<file path="config.mk">
export PLATFORM = sky130hd
export DESIGN_NAME = pitaya_top
export DESIGN_NICKNAME = d
export VERILOG_FILES = /design/src/logic/pitaya_pkg.sv /design/src/logic/sys_bus_if.sv /design/src/logic/pitaya_top.sv /design/src/logic/dac_mixer.sv /design/src/logic/p_controller.sv /design/src/logic/adc_frontend.sv /design/src/logic/hk_regs.sv /design/src/logic/sys_bus_decoder.sv
export VERILOG_INCLUDE_DIRS = /design/src /design/src/include
export SDC_FILE = /design/constraint.sdc
export NUM_CORES = 1
export LEC_CHECK = 0
export ABC_AREA = 1
export ABC_CLOCK_PERIOD_IN_PS = 5200
export BUFFER_PORTS_ARGS = -buffer_cell sky130_fd_sc_hd__buf_2
export CORE_ASPECT_RATIO = 0.8
export CORE_MARGIN = 8
export CORE_UTILIZATION = 50
export CTS_BUF_LIST = sky130_fd_sc_hd__clkbuf_8 sky130_fd_sc_hd__clkbuf_16
export DETAILED_ROUTE_END_ITERATION = 7
export PLACE_DENSITY = 0.7
export SLEW_MARGIN = 20
export SYNTH_ARGS = -nofsm -noshare
export SYNTH_HDL_FRONTEND = slang
export SYNTH_SLANG_ARGS = --single-unit
</file>
<file path="constraint.sdc">
create_clock -name adc_clk -period 5.2 [get_ports adc_clk]
set_clock_uncertainty 0.15 [all_clocks]
set_input_delay 0.26 -clock adc_clk [delete_from_list [all_inputs] [get_ports adc_clk]]
set_output_delay 0.26 -clock adc_clk [all_outputs]
set_load 0.01 [all_outputs]
</file>
<file path="src/include/pitaya_defines.svh">
//----------------------------------------------------------
// pitaya parameters
// sample and bus widths, region map, register offsets,
// identification word and controller scaling
//----------------------------------------------------------
`ifndef PITAYA_DEFINES_SVH
`define PITAYA_DEFINES_SVH

`define PITAYA_DATA_W     14             // adc and dac sample width
`define PITAYA_BUS_W      32             // bus address and data width
`define PITAYA_REGIONS    8              // regions on addr[22:20]

// region numbers
`define PITAYA_REG_HK     3'd0           // housekeeping
`define PITAYA_REG_DC     3'd2           // dc levels
`define PITAYA_REG_PID    3'd3           // controller

// housekeeping offsets
`define PITAYA_HK_ID      20'h00000
`define PITAYA_HK_LED     20'h00030

// dc level offsets
`define PITAYA_DC_A       20'h00000
`define PITAYA_DC_B       20'h00004

// controller offsets
`define PITAYA_PID_SP_A   20'h00000
`define PITAYA_PID_KP_A   20'h00004
`define PITAYA_PID_SP_B   20'h00010
`define PITAYA_PID_KP_B   20'h00014

`define PITAYA_ID_WORD    32'h0000_0001  // board id
`define PITAYA_KP_W       12             // signed gain width
`define PITAYA_KP_SHIFT   8              // product scaling, arithmetic

`endif
</file>
<file path="src/logic/pitaya_pkg.sv">
//----------------------------------------------------------
// pitaya types
// signed samples, bus address view and sample helpers
//----------------------------------------------------------
`include "pitaya_defines.svh"

package pitaya_pkg;

  typedef logic signed [`PITAYA_DATA_W-1:0] sample_t;  // two's complement sample

  typedef struct packed {
    logic [`PITAYA_BUS_W-24:0] upper;   // bits 31:23, unused
    logic [2:0]                region;  // bits 22:20
    logic [19:0]               offset;  // register offset in region
  } sys_addr_t;

  typedef union packed {
    logic [`PITAYA_BUS_W-1:0] word;  // flat bus address
    sys_addr_t                dec;   // region and offset view
  } sys_addr_u;

  localparam int SAMPLE_MAX = 2 ** (`PITAYA_DATA_W - 1) - 1;  // 0x1fff
  localparam int SAMPLE_MIN = -(2 ** (`PITAYA_DATA_W - 1));   // 0x2000

  // clamp a wide signed value into the sample range
  function automatic sample_t sat_sample(input logic signed [`PITAYA_BUS_W-1:0] v);
    if (v > SAMPLE_MAX) return sample_t'(SAMPLE_MAX);
    else if (v < SAMPLE_MIN) return sample_t'(SAMPLE_MIN);
    else return sample_t'(v);
  endfunction

  // negative slope offset code <-> two's complement, self inverse
  function automatic logic [`PITAYA_DATA_W-1:0] code_flip(
    input logic [`PITAYA_DATA_W-1:0] c
  );
    return {c[`PITAYA_DATA_W-1], ~c[`PITAYA_DATA_W-2:0]};  // keep msb, invert rest
  endfunction

endpackage

</file>
<file path="src/logic/sys_bus_if.sv">
//----------------------------------------------------------
// system bus region
// one decoded region between decoder and peripheral
//----------------------------------------------------------
`timescale 1ns/1ns
`include "pitaya_defines.svh"

interface sys_bus_if;
  import pitaya_pkg::*;

  sys_addr_u                addr;   // full address, offset read by slave
  logic [`PITAYA_BUS_W-1:0] wdata;  // full word writes only
  logic                     wen;    // single cycle write strobe
  logic                     ren;    // single cycle read strobe
  logic [`PITAYA_BUS_W-1:0] rdata;  // valid with ack
  logic                     ack;    // one cycle after strobe
  logic                     err;

  modport master (
    output addr, wdata, wen, ren,
    input  rdata, ack, err
  );

  modport slave (
    input  addr, wdata, wen, ren,
    output rdata, ack, err
  );

endinterface

</file>
<file path="src/logic/pitaya_top.sv">
//----------------------------------------------------------
// pitaya top level
// adc -> controller -> dc mixer -> dac, with the register bus
//----------------------------------------------------------
`timescale 1ns/1ns
`include "pitaya_defines.svh"

module pitaya_top (
  input  logic                      adc_clk,
  input  logic                      reset_i,
  input  logic [`PITAYA_DATA_W-1:0] adc_dat_a_i,
  input  logic [`PITAYA_DATA_W-1:0] adc_dat_b_i,
  input  logic [`PITAYA_BUS_W-1:0]  sys_addr_i,
  input  logic [`PITAYA_BUS_W-1:0]  sys_wdata_i,
  input  logic                      sys_wen_i,
  input  logic                      sys_ren_i,
  output logic [`PITAYA_BUS_W-1:0]  sys_rdata_o,
  output logic                      sys_ack_o,
  output logic                      sys_err_o,
  output logic [7:0]                led_o,
  output logic [`PITAYA_DATA_W-1:0] dac_dat_a_o,
  output logic [`PITAYA_DATA_W-1:0] dac_dat_b_o
);
  import pitaya_pkg::*;

  sample_t adc_a;  // converted adc
  sample_t adc_b;
  sample_t pid_a;  // controller out
  sample_t pid_b;

  sys_bus_if hk_bus ();   // region 0
  sys_bus_if dc_bus ();   // region 2
  sys_bus_if pid_bus ();  // region 3

  //----------------------------------------------------------
  // register bus
  sys_bus_decoder i_decoder (
    .adc_clk     (adc_clk),
    .reset_i     (reset_i),
    .sys_addr_i  (sys_addr_i),
    .sys_wdata_i (sys_wdata_i),
    .sys_wen_i   (sys_wen_i),
    .sys_ren_i   (sys_ren_i),
    .sys_rdata_o (sys_rdata_o),
    .sys_ack_o   (sys_ack_o),
    .sys_err_o   (sys_err_o),
    .hk_bus      (hk_bus.master),
    .dc_bus      (dc_bus.master),
    .pid_bus     (pid_bus.master)
  );

  hk_regs i_hk (
    .adc_clk (adc_clk),
    .reset_i (reset_i),
    .bus     (hk_bus.slave),
    .led_o   (led_o)
  );

  //----------------------------------------------------------
  // signal path, four cycles adc to dac
  adc_frontend i_adc (
    .adc_clk     (adc_clk),
    .reset_i     (reset_i),
    .adc_dat_a_i (adc_dat_a_i),
    .adc_dat_b_i (adc_dat_b_i),
    .adc_a_o     (adc_a),
    .adc_b_o     (adc_b)
  );

  p_controller i_pid (
    .adc_clk (adc_clk),
    .reset_i (reset_i),
    .bus     (pid_bus.slave),
    .adc_a_i (adc_a),
    .adc_b_i (adc_b),
    .pid_a_o (pid_a),
    .pid_b_o (pid_b)
  );

  dac_mixer i_mixer (
    .adc_clk     (adc_clk),
    .reset_i     (reset_i),
    .bus         (dc_bus.slave),
    .pid_a_i     (pid_a),
    .pid_b_i     (pid_b),
    .dac_dat_a_o (dac_dat_a_o),
    .dac_dat_b_o (dac_dat_b_o)
  );

endmodule

</file>
<file path="src/logic/dac_mixer.sv">
//----------------------------------------------------------
// dac mixer
// dc level per channel plus controller output, saturated
// and registered as dac code
//----------------------------------------------------------
`timescale 1ns/1ns
`include "pitaya_defines.svh"

module dac_mixer (
  input  logic                      adc_clk,
  input  logic                      reset_i,
  sys_bus_if.slave                  bus,
  input  pitaya_pkg::sample_t       pid_a_i,
  input  pitaya_pkg::sample_t       pid_b_i,
  output logic [`PITAYA_DATA_W-1:0] dac_dat_a_o,  // offset code
  output logic [`PITAYA_DATA_W-1:0] dac_dat_b_o
);
  import pitaya_pkg::*;

  sample_t                   dc_q  [2];  // dc levels
  sample_t                   pid_w [2];
  logic [`PITAYA_DATA_W-1:0] dac_q [2];
  logic [`PITAYA_BUS_W-1:0]  rdata_d;
  logic [`PITAYA_BUS_W-1:0]  rdata_q;
  logic                      ack_q;

  assign pid_w[0] = pid_a_i;
  assign pid_w[1] = pid_b_i;

  //----------------------------------------------------------
  // register access
  always_comb begin
    case (bus.addr.dec.offset)
      `PITAYA_DC_A: rdata_d = `PITAYA_BUS_W'(dc_q[0]);  // sign extended
      `PITAYA_DC_B: rdata_d = `PITAYA_BUS_W'(dc_q[1]);
      default:      rdata_d = '0;
    endcase
  end

  always_ff @(posedge adc_clk) begin
    if (reset_i) begin
      dc_q[0] <= '0;
      dc_q[1] <= '0;
      ack_q   <= 1'b0;
    end else begin
      ack_q <= bus.wen | bus.ren;
      if (bus.wen && bus.addr.dec.offset == `PITAYA_DC_A) begin
        dc_q[0] <= bus.wdata[`PITAYA_DATA_W-1:0];
      end
      if (bus.wen && bus.addr.dec.offset == `PITAYA_DC_B) begin
        dc_q[1] <= bus.wdata[`PITAYA_DATA_W-1:0];
      end
    end
  end

  always_ff @(posedge adc_clk) begin
    if (bus.ren) begin
      rdata_q <= rdata_d;
    end
  end

  assign bus.rdata = rdata_q;
  assign bus.ack   = ack_q;
  assign bus.err   = 1'b0;

  //----------------------------------------------------------
  // sum, saturate, convert
  always_ff @(posedge adc_clk) begin
    if (reset_i) begin
      for (int i = 0; i < 2; i++) begin
        dac_q[i] <= code_flip('0);  // code for zero
      end
    end else begin
      for (int i = 0; i < 2; i++) begin
        dac_q[i] <= code_flip(sat_sample(`PITAYA_BUS_W'(dc_q[i])
                                         + `PITAYA_BUS_W'(pid_w[i])));
      end
    end
  end

  assign dac_dat_a_o = dac_q[0];
  assign dac_dat_b_o = dac_q[1];

  // whole upstream path must be defined once out of reset
  dac_known: assert property (@(posedge adc_clk) disable iff (reset_i)
    !$isunknown({dac_dat_a_o, dac_dat_b_o}));

endmodule

</file>
<file path="src/logic/p_controller.sv">
//----------------------------------------------------------
// proportional controller
// per channel setpoint and gain, error stage, then scaled
// and saturated output stage
//----------------------------------------------------------
`timescale 1ns/1ns
`include "pitaya_defines.svh"

module p_controller (
  input  logic                adc_clk,
  input  logic                reset_i,
  sys_bus_if.slave            bus,
  input  pitaya_pkg::sample_t adc_a_i,
  input  pitaya_pkg::sample_t adc_b_i,
  output pitaya_pkg::sample_t pid_a_o,
  output pitaya_pkg::sample_t pid_b_o
);
  import pitaya_pkg::*;

  localparam int ERR_W  = `PITAYA_DATA_W + 1;   // difference needs one more bit
  localparam int PROD_W = ERR_W + `PITAYA_KP_W;

  sample_t                        sp_q     [2];  // setpoints
  logic signed [`PITAYA_KP_W-1:0] kp_q     [2];  // gains
  sample_t                        adc_w    [2];
  logic signed [ERR_W-1:0]        err_q    [2];  // stage 1
  logic signed [PROD_W-1:0]       prod_w   [2];
  logic signed [PROD_W-1:0]       scaled_w [2];  // after shift
  sample_t                        pid_q    [2];  // stage 2
  logic [`PITAYA_BUS_W-1:0]       rdata_d;
  logic [`PITAYA_BUS_W-1:0]       rdata_q;
  logic                           ack_q;

  assign adc_w[0] = adc_a_i;
  assign adc_w[1] = adc_b_i;

  //----------------------------------------------------------
  // register access
  always_comb begin
    case (bus.addr.dec.offset)
      `PITAYA_PID_SP_A: rdata_d = `PITAYA_BUS_W'(sp_q[0]);  // sign extended
      `PITAYA_PID_KP_A: rdata_d = `PITAYA_BUS_W'(kp_q[0]);
      `PITAYA_PID_SP_B: rdata_d = `PITAYA_BUS_W'(sp_q[1]);
      `PITAYA_PID_KP_B: rdata_d = `PITAYA_BUS_W'(kp_q[1]);
      default:          rdata_d = '0;
    endcase
  end

  always_ff @(posedge adc_clk) begin
    if (reset_i) begin
      for (int i = 0; i < 2; i++) begin
        sp_q[i] <= '0;
        kp_q[i] <= '0;  // zero gain, output idles at 0
      end
      ack_q <= 1'b0;
    end else begin
      ack_q <= bus.wen | bus.ren;
      if (bus.wen) begin
        case (bus.addr.dec.offset)
          `PITAYA_PID_SP_A: sp_q[0] <= bus.wdata[`PITAYA_DATA_W-1:0];
          `PITAYA_PID_KP_A: kp_q[0] <= bus.wdata[`PITAYA_KP_W-1:0];
          `PITAYA_PID_SP_B: sp_q[1] <= bus.wdata[`PITAYA_DATA_W-1:0];
          `PITAYA_PID_KP_B: kp_q[1] <= bus.wdata[`PITAYA_KP_W-1:0];
          default: ;  // unknown offset, write dropped
        endcase
      end
    end
  end

  always_ff @(posedge adc_clk) begin
    if (bus.ren) begin
      rdata_q <= rdata_d;
    end
  end

  assign bus.rdata = rdata_q;
  assign bus.ack   = ack_q;
  assign bus.err   = 1'b0;

  //----------------------------------------------------------
  // data path, two cycles
  always_comb begin
    for (int i = 0; i < 2; i++) begin
      prod_w[i]   = err_q[i] * kp_q[i];                // full precision
      scaled_w[i] = prod_w[i] >>> `PITAYA_KP_SHIFT;
    end
  end

  always_ff @(posedge adc_clk) begin
    if (reset_i) begin
      for (int i = 0; i < 2; i++) begin
        err_q[i] <= '0;
        pid_q[i] <= '0;
      end
    end else begin
      for (int i = 0; i < 2; i++) begin
        err_q[i] <= ERR_W'(sp_q[i]) - ERR_W'(adc_w[i]);
        pid_q[i] <= sat_sample(`PITAYA_BUS_W'(scaled_w[i]));
      end
    end
  end

  assign pid_a_o = pid_q[0];
  assign pid_b_o = pid_q[1];

  // correction never points against the sign of error times gain
  for (genvar g = 0; g < 2; g++) begin : g_sign_chk
    out_sign_neg: assert property (@(posedge adc_clk) disable iff (reset_i)
      ((err_q[g] < 0) != (kp_q[g] < 0)) |=> (pid_q[g] <= 0));
    out_sign_pos: assert property (@(posedge adc_clk) disable iff (reset_i)
      ((err_q[g] < 0) == (kp_q[g] < 0)) |=> (pid_q[g] >= 0));
  end

endmodule

</file>
<file path="src/logic/adc_frontend.sv">
//----------------------------------------------------------
// adc front end
// registers both channels, offset code to two's complement
//----------------------------------------------------------
`timescale 1ns/1ns
`include "pitaya_defines.svh"

module adc_frontend (
  input  logic                      adc_clk,
  input  logic                      reset_i,
  input  logic [`PITAYA_DATA_W-1:0] adc_dat_a_i,  // negative slope code
  input  logic [`PITAYA_DATA_W-1:0] adc_dat_b_i,
  output pitaya_pkg::sample_t       adc_a_o,
  output pitaya_pkg::sample_t       adc_b_o
);
  import pitaya_pkg::*;

  always_ff @(posedge adc_clk) begin
    if (reset_i) begin
      adc_a_o <= '0;
      adc_b_o <= '0;
    end else begin
      adc_a_o <= code_flip(adc_dat_a_i);  // one cycle latency
      adc_b_o <= code_flip(adc_dat_b_i);
    end
  end

endmodule

</file>
<file path="src/logic/hk_regs.sv">
//----------------------------------------------------------
// housekeeping registers
// read-only id word and the led register
//----------------------------------------------------------
`timescale 1ns/1ns
`include "pitaya_defines.svh"

module hk_regs (
  input  logic       adc_clk,
  input  logic       reset_i,
  sys_bus_if.slave   bus,
  output logic [7:0] led_o
);

  logic [`PITAYA_BUS_W-1:0] rdata_d;  // read mux
  logic [`PITAYA_BUS_W-1:0] rdata_q;
  logic                     ack_q;

  always_comb begin
    case (bus.addr.dec.offset)
      `PITAYA_HK_ID:  rdata_d = `PITAYA_ID_WORD;
      `PITAYA_HK_LED: rdata_d = {{(`PITAYA_BUS_W-8){1'b0}}, led_o};
      default:        rdata_d = '0;  // unknown offset reads zero
    endcase
  end

  always_ff @(posedge adc_clk) begin
    if (reset_i) begin
      led_o <= '0;
      ack_q <= 1'b0;
    end else begin
      ack_q <= bus.wen | bus.ren;  // every access acked
      if (bus.wen && bus.addr.dec.offset == `PITAYA_HK_LED) begin
        led_o <= bus.wdata[7:0];
      end
    end
  end

  always_ff @(posedge adc_clk) begin
    if (bus.ren) begin
      rdata_q <= rdata_d;
    end
  end

  assign bus.rdata = rdata_q;
  assign bus.ack   = ack_q;
  assign bus.err   = 1'b0;  // mapped region never errors

endmodule

</file>
<file path="src/logic/sys_bus_decoder.sv">
//----------------------------------------------------------
// system bus decoder
// splits the bus into regions on addr[22:20], muxes replies
// and answers unmapped regions with an error acknowledge
//----------------------------------------------------------
`timescale 1ns/1ns
`include "pitaya_defines.svh"

module sys_bus_decoder (
  input  logic                     adc_clk,
  input  logic                     reset_i,
  input  pitaya_pkg::sys_addr_u    sys_addr_i,
  input  logic [`PITAYA_BUS_W-1:0] sys_wdata_i,
  input  logic                     sys_wen_i,
  input  logic                     sys_ren_i,
  output logic [`PITAYA_BUS_W-1:0] sys_rdata_o,
  output logic                     sys_ack_o,
  output logic                     sys_err_o,
  sys_bus_if.master                hk_bus,
  sys_bus_if.master                dc_bus,
  sys_bus_if.master                pid_bus
);

  logic [`PITAYA_REGIONS-1:0] region_cs;    // one-hot region select
  logic                       mapped;       // region has a peripheral
  logic                       unmap_ack_q;  // error answer, one cycle

  assign region_cs = `PITAYA_REGIONS'(1) << sys_addr_i.dec.region;
  assign mapped    = region_cs[`PITAYA_REG_HK] | region_cs[`PITAYA_REG_DC]
                   | region_cs[`PITAYA_REG_PID];

  //----------------------------------------------------------
  // request side
  assign hk_bus.addr.word  = sys_addr_i.word;
  assign hk_bus.wdata      = sys_wdata_i;
  assign hk_bus.wen        = sys_wen_i & region_cs[`PITAYA_REG_HK];
  assign hk_bus.ren        = sys_ren_i & region_cs[`PITAYA_REG_HK];

  assign dc_bus.addr.word  = sys_addr_i.word;
  assign dc_bus.wdata      = sys_wdata_i;
  assign dc_bus.wen        = sys_wen_i & region_cs[`PITAYA_REG_DC];
  assign dc_bus.ren        = sys_ren_i & region_cs[`PITAYA_REG_DC];

  assign pid_bus.addr.word = sys_addr_i.word;
  assign pid_bus.wdata     = sys_wdata_i;
  assign pid_bus.wen       = sys_wen_i & region_cs[`PITAYA_REG_PID];
  assign pid_bus.ren       = sys_ren_i & region_cs[`PITAYA_REG_PID];

  always_ff @(posedge adc_clk) begin
    if (reset_i) begin
      unmap_ack_q <= 1'b0;
    end else begin
      unmap_ack_q <= (sys_wen_i | sys_ren_i) & ~mapped;  // regions 1, 4..7
    end
  end

  //----------------------------------------------------------
  // reply side, address held until ack so region still valid
  always_comb begin
    sys_rdata_o = '0;           // unmapped reads give zero
    sys_ack_o   = unmap_ack_q;
    sys_err_o   = unmap_ack_q;
    case (sys_addr_i.dec.region)
      `PITAYA_REG_HK: begin
        sys_rdata_o = hk_bus.rdata;
        sys_ack_o   = hk_bus.ack;
        sys_err_o   = hk_bus.err;
      end
      `PITAYA_REG_DC: begin
        sys_rdata_o = dc_bus.rdata;
        sys_ack_o   = dc_bus.ack;
        sys_err_o   = dc_bus.err;
      end
      `PITAYA_REG_PID: begin
        sys_rdata_o = pid_bus.rdata;
        sys_ack_o   = pid_bus.ack;
        sys_err_o   = pid_bus.err;
      end
      default: ;
    endcase
  end

  // every reply, mapped or not, answers a strobe one cycle earlier
  ack_after_strobe: assert property (@(posedge adc_clk) disable iff (reset_i)
    sys_ack_o |-> $past(sys_wen_i | sys_ren_i));

endmodule

</file>
# [After elaboration in Yosys (flattened, before gate mapping)]
# Memory sizes are Yosys's and may differ from the RTL's.
# Index checks and enable logic that the tools add are counted.
[word_totals] memories=6 out_inout_bits=70 ramBits=166 regBits=136 inputBits=96 wordCells=128
[classes] magnitude_cmp=8 mul=2 n_addsub=4 reduce_logical=6 n_eq_ne=6 muxes=55 bitwise_logic=30 shift=1
[memory_table] name="i_pid.err_q" words=2 word_bits=15 rd=2 rd_clocked_by_memory_dff=0 write_ports=2 line_no="p_controller.sv:26" rtl="logic signed [ERR_W-1:0] err_q [2];"
[memory_table] name="i_mixer.dac_q" words=2 word_bits=14 rd=2 rd_clocked_by_memory_dff=0 write_ports=2 line_no="dac_mixer.sv:22" rtl="logic [`PITAYA_DATA_W-1:0] dac_q [2];"
[memory_table] name="i_mixer.dc_q" words=2 word_bits=14 rd=2 rd_clocked_by_memory_dff=0 write_ports=2 line_no="dac_mixer.sv:20" rtl="sample_t dc_q [2];"
[memory_table] name="i_pid.pid_q" words=2 word_bits=14 rd=2 rd_clocked_by_memory_dff=0 write_ports=2 line_no="p_controller.sv:29" rtl="sample_t pid_q [2];"
[memory_table] name="i_pid.sp_q" words=2 word_bits=14 rd=2 rd_clocked_by_memory_dff=0 write_ports=2 line_no="p_controller.sv:23" rtl="sample_t sp_q [2];"
[memory_table] name="i_pid.kp_q" words=2 word_bits=12 rd=2 rd_clocked_by_memory_dff=0 write_ports=2 line_no="p_controller.sv:24" rtl="logic signed [`PITAYA_KP_W-1:0] kp_q [2];"
[op_table] operator="$mux 14" n=20
[op_table] operator="$pmux 32 s4" n=1
[op_table] operator="$pmux 32 s3" n=1
[op_table] operator="$gt 32x14->1 const B" n=2
[op_table] operator="$lt 32x14->1 const B" n=2
[op_table] operator="$pmux 32 s2" n=1
[op_table] operator="$mul 15x12->27" n=2
[op_table] operator="$not 13->13" n=4
[op_table] operator="$eq 20x5->1 const B" n=2
[op_table] operator="$gt 19x14->1 const B" n=2
[op_table] operator="$lt 19x14->1 const B" n=2
[op_table] operator="$add 14x14->15" n=2
[op_table] operator="$mux 15" n=2
[op_table] operator="$sub 14x14->15" n=2
[op_table] operator="$mux 1" n=26
[op_table] operator="$mux 12" n=2
[op_table] operator="$eq 20x3->1 const B" n=1
[op_table] operator="$eq 20x6->1 const B" n=1
[op_table] operator="$logic_not 20->1" n=1
[op_table] operator="$or 1x1->1" n=18
[op_table] operator="$pmux 8 s2" n=1
[op_table] operator="$and 1x1->1" n=7
[op_table] operator="$eq 3x2->1 const B" n=2
[op_table] operator="$shl 1x3->4 const A" n=1
[op_table] operator="other kinds (5)" n=7

# [Depth between registers and ports, before layout]
# An unclocked memory read counts as a cell.
[logic_depth] depth_word=8 ltp_mapped=31 ltp_nobuf=29

# [Modules after synthesis]
# From an unflattened synthesis, not the netlist that was laid out.
[hier_totals] cells_unflattened=3588 hier_area_um2=28064.4
[modules_own_cells] mod="p_controller" cells_per_inst=2502 area_per_inst_um2=19736.4 seq_area_each_um2=3163.0 instances=1
[modules_own_cells] mod="dac_mixer" cells_per_inst=539 area_per_inst_um2=4267.8 seq_area_each_um2=1841.8 instances=1
[modules_own_cells] mod="sys_bus_decoder" cells_per_inst=369 area_per_inst_um2=2331.0 seq_area_each_um2=20.0 instances=1
[modules_own_cells] mod="hk_regs" cells_per_inst=117 area_per_inst_um2=944.7 seq_area_each_um2=420.4 instances=1
[modules_own_cells] mod="adc_frontend" cells_per_inst=61 area_per_inst_um2=784.5 seq_area_each_um2=560.5 instances=1

# [Least setup slack after synthesis]
# No wires, ideal clock.
[synth_path] path_type="reg2reg" start="memory i_pid.err_q[0][14] in the netlist's numbering" end="memory i_pid.pid_q[0][10] in the netlist's numbering" setup_ns=0.140 arrival_time_ns=5.370 n_path_buf=2 slack_ns=-0.461 required_time_ns=4.910 synth_period_minus_slack_ns=5.661 stages_incl_launch_ff=26 path_cell_list="dfxtp_1 -> clkbuf_1 -> nand2_1 -> inv_1 -> fa_1 -> fa_1 -> inv_1 -> fa_1 -> inv_1 -> fa_1 -> inv_1 -> fa_1 -> inv_1 -> ha_1 -> nand2_1 -> nor2_1 -> nand2_1 -> nor2_1 -> nand2_1 -> nand3_2 -> a21boi_2 -> xor2_2 -> inv_2 -> nand2_4 -> buf_8 -> a21oi_2"
[synth_rtl] item="start, declared" line_no="p_controller.sv:26"
[synth_rtl] item="end, declared" line_no="p_controller.sv:29"

==> results summary <==
Derived from the worst setup path, the maximum achievable clock frequency is between 150 and 200 MHz. The initial antenna violation count is 0. The worst setup slack for register-to-register paths came out at -0.41 ns. After layout, the worst setup slack is -0.411 ns.

In this run the worst setup path begins at i_pid.kp_q[0][11]$_DFFE_PP_. After layout, the minimum clock period comes to approximately 5.6 ns. The fraction of post-synthesis cell area in the top cell type by area came out at a little over a quarter. Setup repair after global routing could not meet its margin everywhere.

The dominant delay contributor by cell family on the critical path is adder cells. By area the synthesized netlist is led by fa_1 (27%), edfxtp_1 (14%), inv_1 (11%), nand2_1 (11%), dfxtp_1 (10%). Counting buffers and inverters, the worst setup path is 27 cells deep. For the worst setup path, the data required time is about 5.5 ns. The critical path is of the flip-flop to flip-flop type. Clock-pin slew was measured on the worst setup and hold paths at ~0.070 ns. The total standard cell area after synthesis is around 25000 um^2. The number of synthesized register bits came out at 242. The total CTS buffers came out at 25. The area of the die came out at 57100 um^2. The worst max-slew margin expressed relative to the limit is between 30% and 40%. The end-of-flow core utilization is roughly 63%. For the worst-skew pair, the clock arrives at the later sink with an insertion delay of ~0.55 ns. Across every metal layer, demand over resource in global routing totals between 20% and 30%. The max-slew violation count is 0. The maximum number of pins on one net before global-route repair came out at 72.

The number of flops mapped to enable cells by yosys is about 120. The post-detailed-route count of antenna-violating nets is 0. The final worst-path cycle share is 108%. The cell row count is 73. The proportion of register bits with asynchronous set or reset after synthesis is 0%. The height of the chip is between 200 and 250 um. The number of maximum-capacitance violations came out at 0. The tree is rooted in a clkbuf_16. In the synthesized netlist the dominant register cell turns out to be dfxtp_1. The final reports fail on setup timing. The largest individual stage delay along the critical path comes from the cell fa_1.

The warning count from the yosys run is 0. The worst setup path is launched from a flip-flop. The worst stage delay on the critical path is between 0.5 and 0.6 ns. The part of the Yosys area used for sequential elements is 24.2%. The level count of the clock H-tree is 1. The global-route wire length before repair came out at ~120 mm. Of all nets on the critical path, the largest fanout is 8. The total DRC errors in the routed layout came out at 0. The total clock sinks came out at roughly 240. Synthesis produced a netlist with a net count of ~3600. The number of failing hold endpoints at the final stage was 0. The cell accounting for the most synthesized area is fa_1. After the last flow step, the layout net total stands at between 4000 and 5000. The largest buffer count on any clock path is 3. Measured along the x axis, the die boundary spans approximately 270 um.

The number of instances in the synthesized netlist is 3040. The number of global-route vias before repair came out at 22284. The mean area per synthesized cell is 8.18 um^2.

In the post-synthesis netlist, the cell with the most instances is inv_1. The commonest cells after synthesis are inv_1 (744), nand2_1 (728), fa_1 (336). The arrival time of the worst setup path came out at between 5 and 6 ns. The flow ran to the end, but the final reports show violations. The via density per instance is 5.08.

STA classifies the critical path endpoint as a flip-flop. The count of final setup violators is 28. The unique cell type count in the Yosys netlist came out at 56.

The worst setup path endpoint is i_pid.pid_q[0][7]$_SDFF_PP0_. The count of boundary I/O pins is roughly 170. The number of DRC markers after the initial detailed-route iteration is between 1500 and 2000. The capturing point of the worst reg2reg path is i_pid.pid_q[0][7]$_SDFF_PP0_.

The core footprint is 49400 um^2. The actual slew at the worst max-slew pin came out at ~1 ns. TritonCTS built the clock tree.

The cell count of the worst reg-to-reg path came out at 27. Once the floorplan was initialized, standard cells occupied just over 50% of the core. Relative to the synthesized area, the layout overhead comes to 26.0%.

The via count came out at 21206. In the final layout, the share of cells above drive strength 1 is 24.4%. The dominant cell type by count on the critical path is fa_1. The total wirelength of the detailed-routed design is 74.7 mm. The routability-driven placement congestion ratio is 0.942. For this run the aggregate overflow at the end of global routing stands at 0. The average wire per standard cell is between 15 and 20 um. The number of buffers and inverters on the critical path came out at 6. Input and output buffers added on the ports amount to 138. The type of the tightest min-delay check is input port to flip-flop. The launching point of the worst reg2reg path is i_pid.kp_q[0][11]$_DFFE_PP_. The number of optimization iterations in the first detailed-route pass came out at 6.

The detailed placer's ending HPWL is about 60 mm. 0 antenna diodes ended up in the layout.
-- cell usage in the layout, fill, tap and decap left out, drive strengths merged, types with 2 or more instances in the layout --
master       instances
nor3                14
clkinv               9
xor2                30
a21oi              150
o21a                11
or2                  9
dlygate4sd3         39
a21o                 4
o21ai               81
nand3b               9
a21boi               5
a31oi                5
nor4                 4
inv                760
a22o                20
o2111ai              2
ha                 164
nand3               64
nor2               198
nand4               21
edfxtp             116
buf                493
nand2              751
a221o                4
o31ai                3
o21bai               9
dfxtp              126
o22ai                2
xnor2               26
fa                 336
clkbuf              27
-- worst min-delay path by stage --
stage | cells past startpoint | to | start | slack (ns)
after floorplan | 1 | i_adc.adc_a_o[12]$_SDFF_PP0_ | adc_dat_a_i[12] | 0.18
after global placement | 2 | i_adc.adc_b_o[12]$_SDFF_PP0_ | adc_dat_b_i[12] | 0.27
after detailed placement | 2 | i_adc.adc_b_o[7]$_SDFF_PP0_ | adc_dat_b_i[7] | 0.27
after CTS | 3 | i_decoder.unmap_ack_q$_SDFF_PP0_ | sys_wen_i | 0.009
after global routing | 4 | i_decoder.unmap_ack_q$_SDFF_PP0_ | sys_addr_i[22] | 0.03
final | 4 | i_decoder.unmap_ack_q$_SDFF_PP0_ | sys_addr_i[22] | 0.03
-- registers in the layout (all words and copies together) (netlist names) --
signal,cells
i_pid.bus.ack,1
i_adc.adc_a_o,14
i_pid.bus.rdata,14
i_pid.sp_q,28
i_decoder.unmap_ack_q,1
i_pid.pid_q,28
i_hk.bus.ack,1
i_pid.err_q,30
i_mixer.bus.rdata,14
i_mixer.dac_q,28
i_adc.adc_b_o,14
i_pid.kp_q,24
i_mixer.bus.ack,1
i_hk.led_o,8
i_hk.bus.rdata,8
i_mixer.dc_q,28
-- per-stage QoR --
step | hold WS, ns | TNS, ns | cell area (um^2) | cells | setup slack, ns
4_1_cts | 0.00878 | -9.75 | 30800 | 4156 | -0.418
5_1_grt | 0.0297 | -16.60 | 31300 | 4175 | -0.639
3_3_place_gp | 0.268 | -14.66 | 28400 | 3995 | -0.560
2_1_floorplan | 0.177 | 0 | 25300 | 3040 | 0.00118
3_5_place_dp | 0.268 | -16.27 | 28400 | 3995 | -0.648
6_report | 0.0315 | -10.39 | 31300 | 4175 | -0.411
-- metal layers --
layer	GRT usage, %	part of all wire, %
met1	37.0	43
met2	39.1	43
met3	8.82	12
met4	5.71	2.3
met5	0	0
-- area by class of cell --
cell class,instances,area [um^2]
clock buffer,26,651
clock inverter,20,153
fill,3990,18100
inverter,751,2830
multi-input combinational,1928,16700
sequential,242,6020
tap,675,845
timing repair buffer,533,4160
-- tightest hold or removal path, cell delays in order --
cell and delay (ns):
buf_2 0.10, or2_2 0.15, nand2_1 0.09, nor2_1 0.09
-- repair_timing --
| action | in CTS | in global routing |
|---|---|---|
| resized for setup | 178 | 100 |
| endpoints found under the setup margin | 28 | 28 |
| buffers inserted | 72 | 18 |
| hold endpoints to repair | 40 | 0 |
| pin swaps | 147 | 57 |
| gates cloned | 5 | 1 |
| hold buffers | 39 | 0 |
-- kinds of logic (layout without fill, tap and decap cells) --
group | after synthesis | count (layout) | share of synthesized area, %
AOI/OAI and AO/OA | 300 | 300 | 7.23
adders and majority gates | 500 | 500 | 35.3
and+or+nand+nor | 1069 | 1072 | 17.6
buffers and inverters | 873 | 1330 | 13.7
DFF | 242 | 242 | 24.2
xor gates and xnor gates | 56 | 56 | 2.00
Power is left out: the tool's default activity adds up to more than one toggle a clock period on the data nets, which glitch-free logic cannot reach.
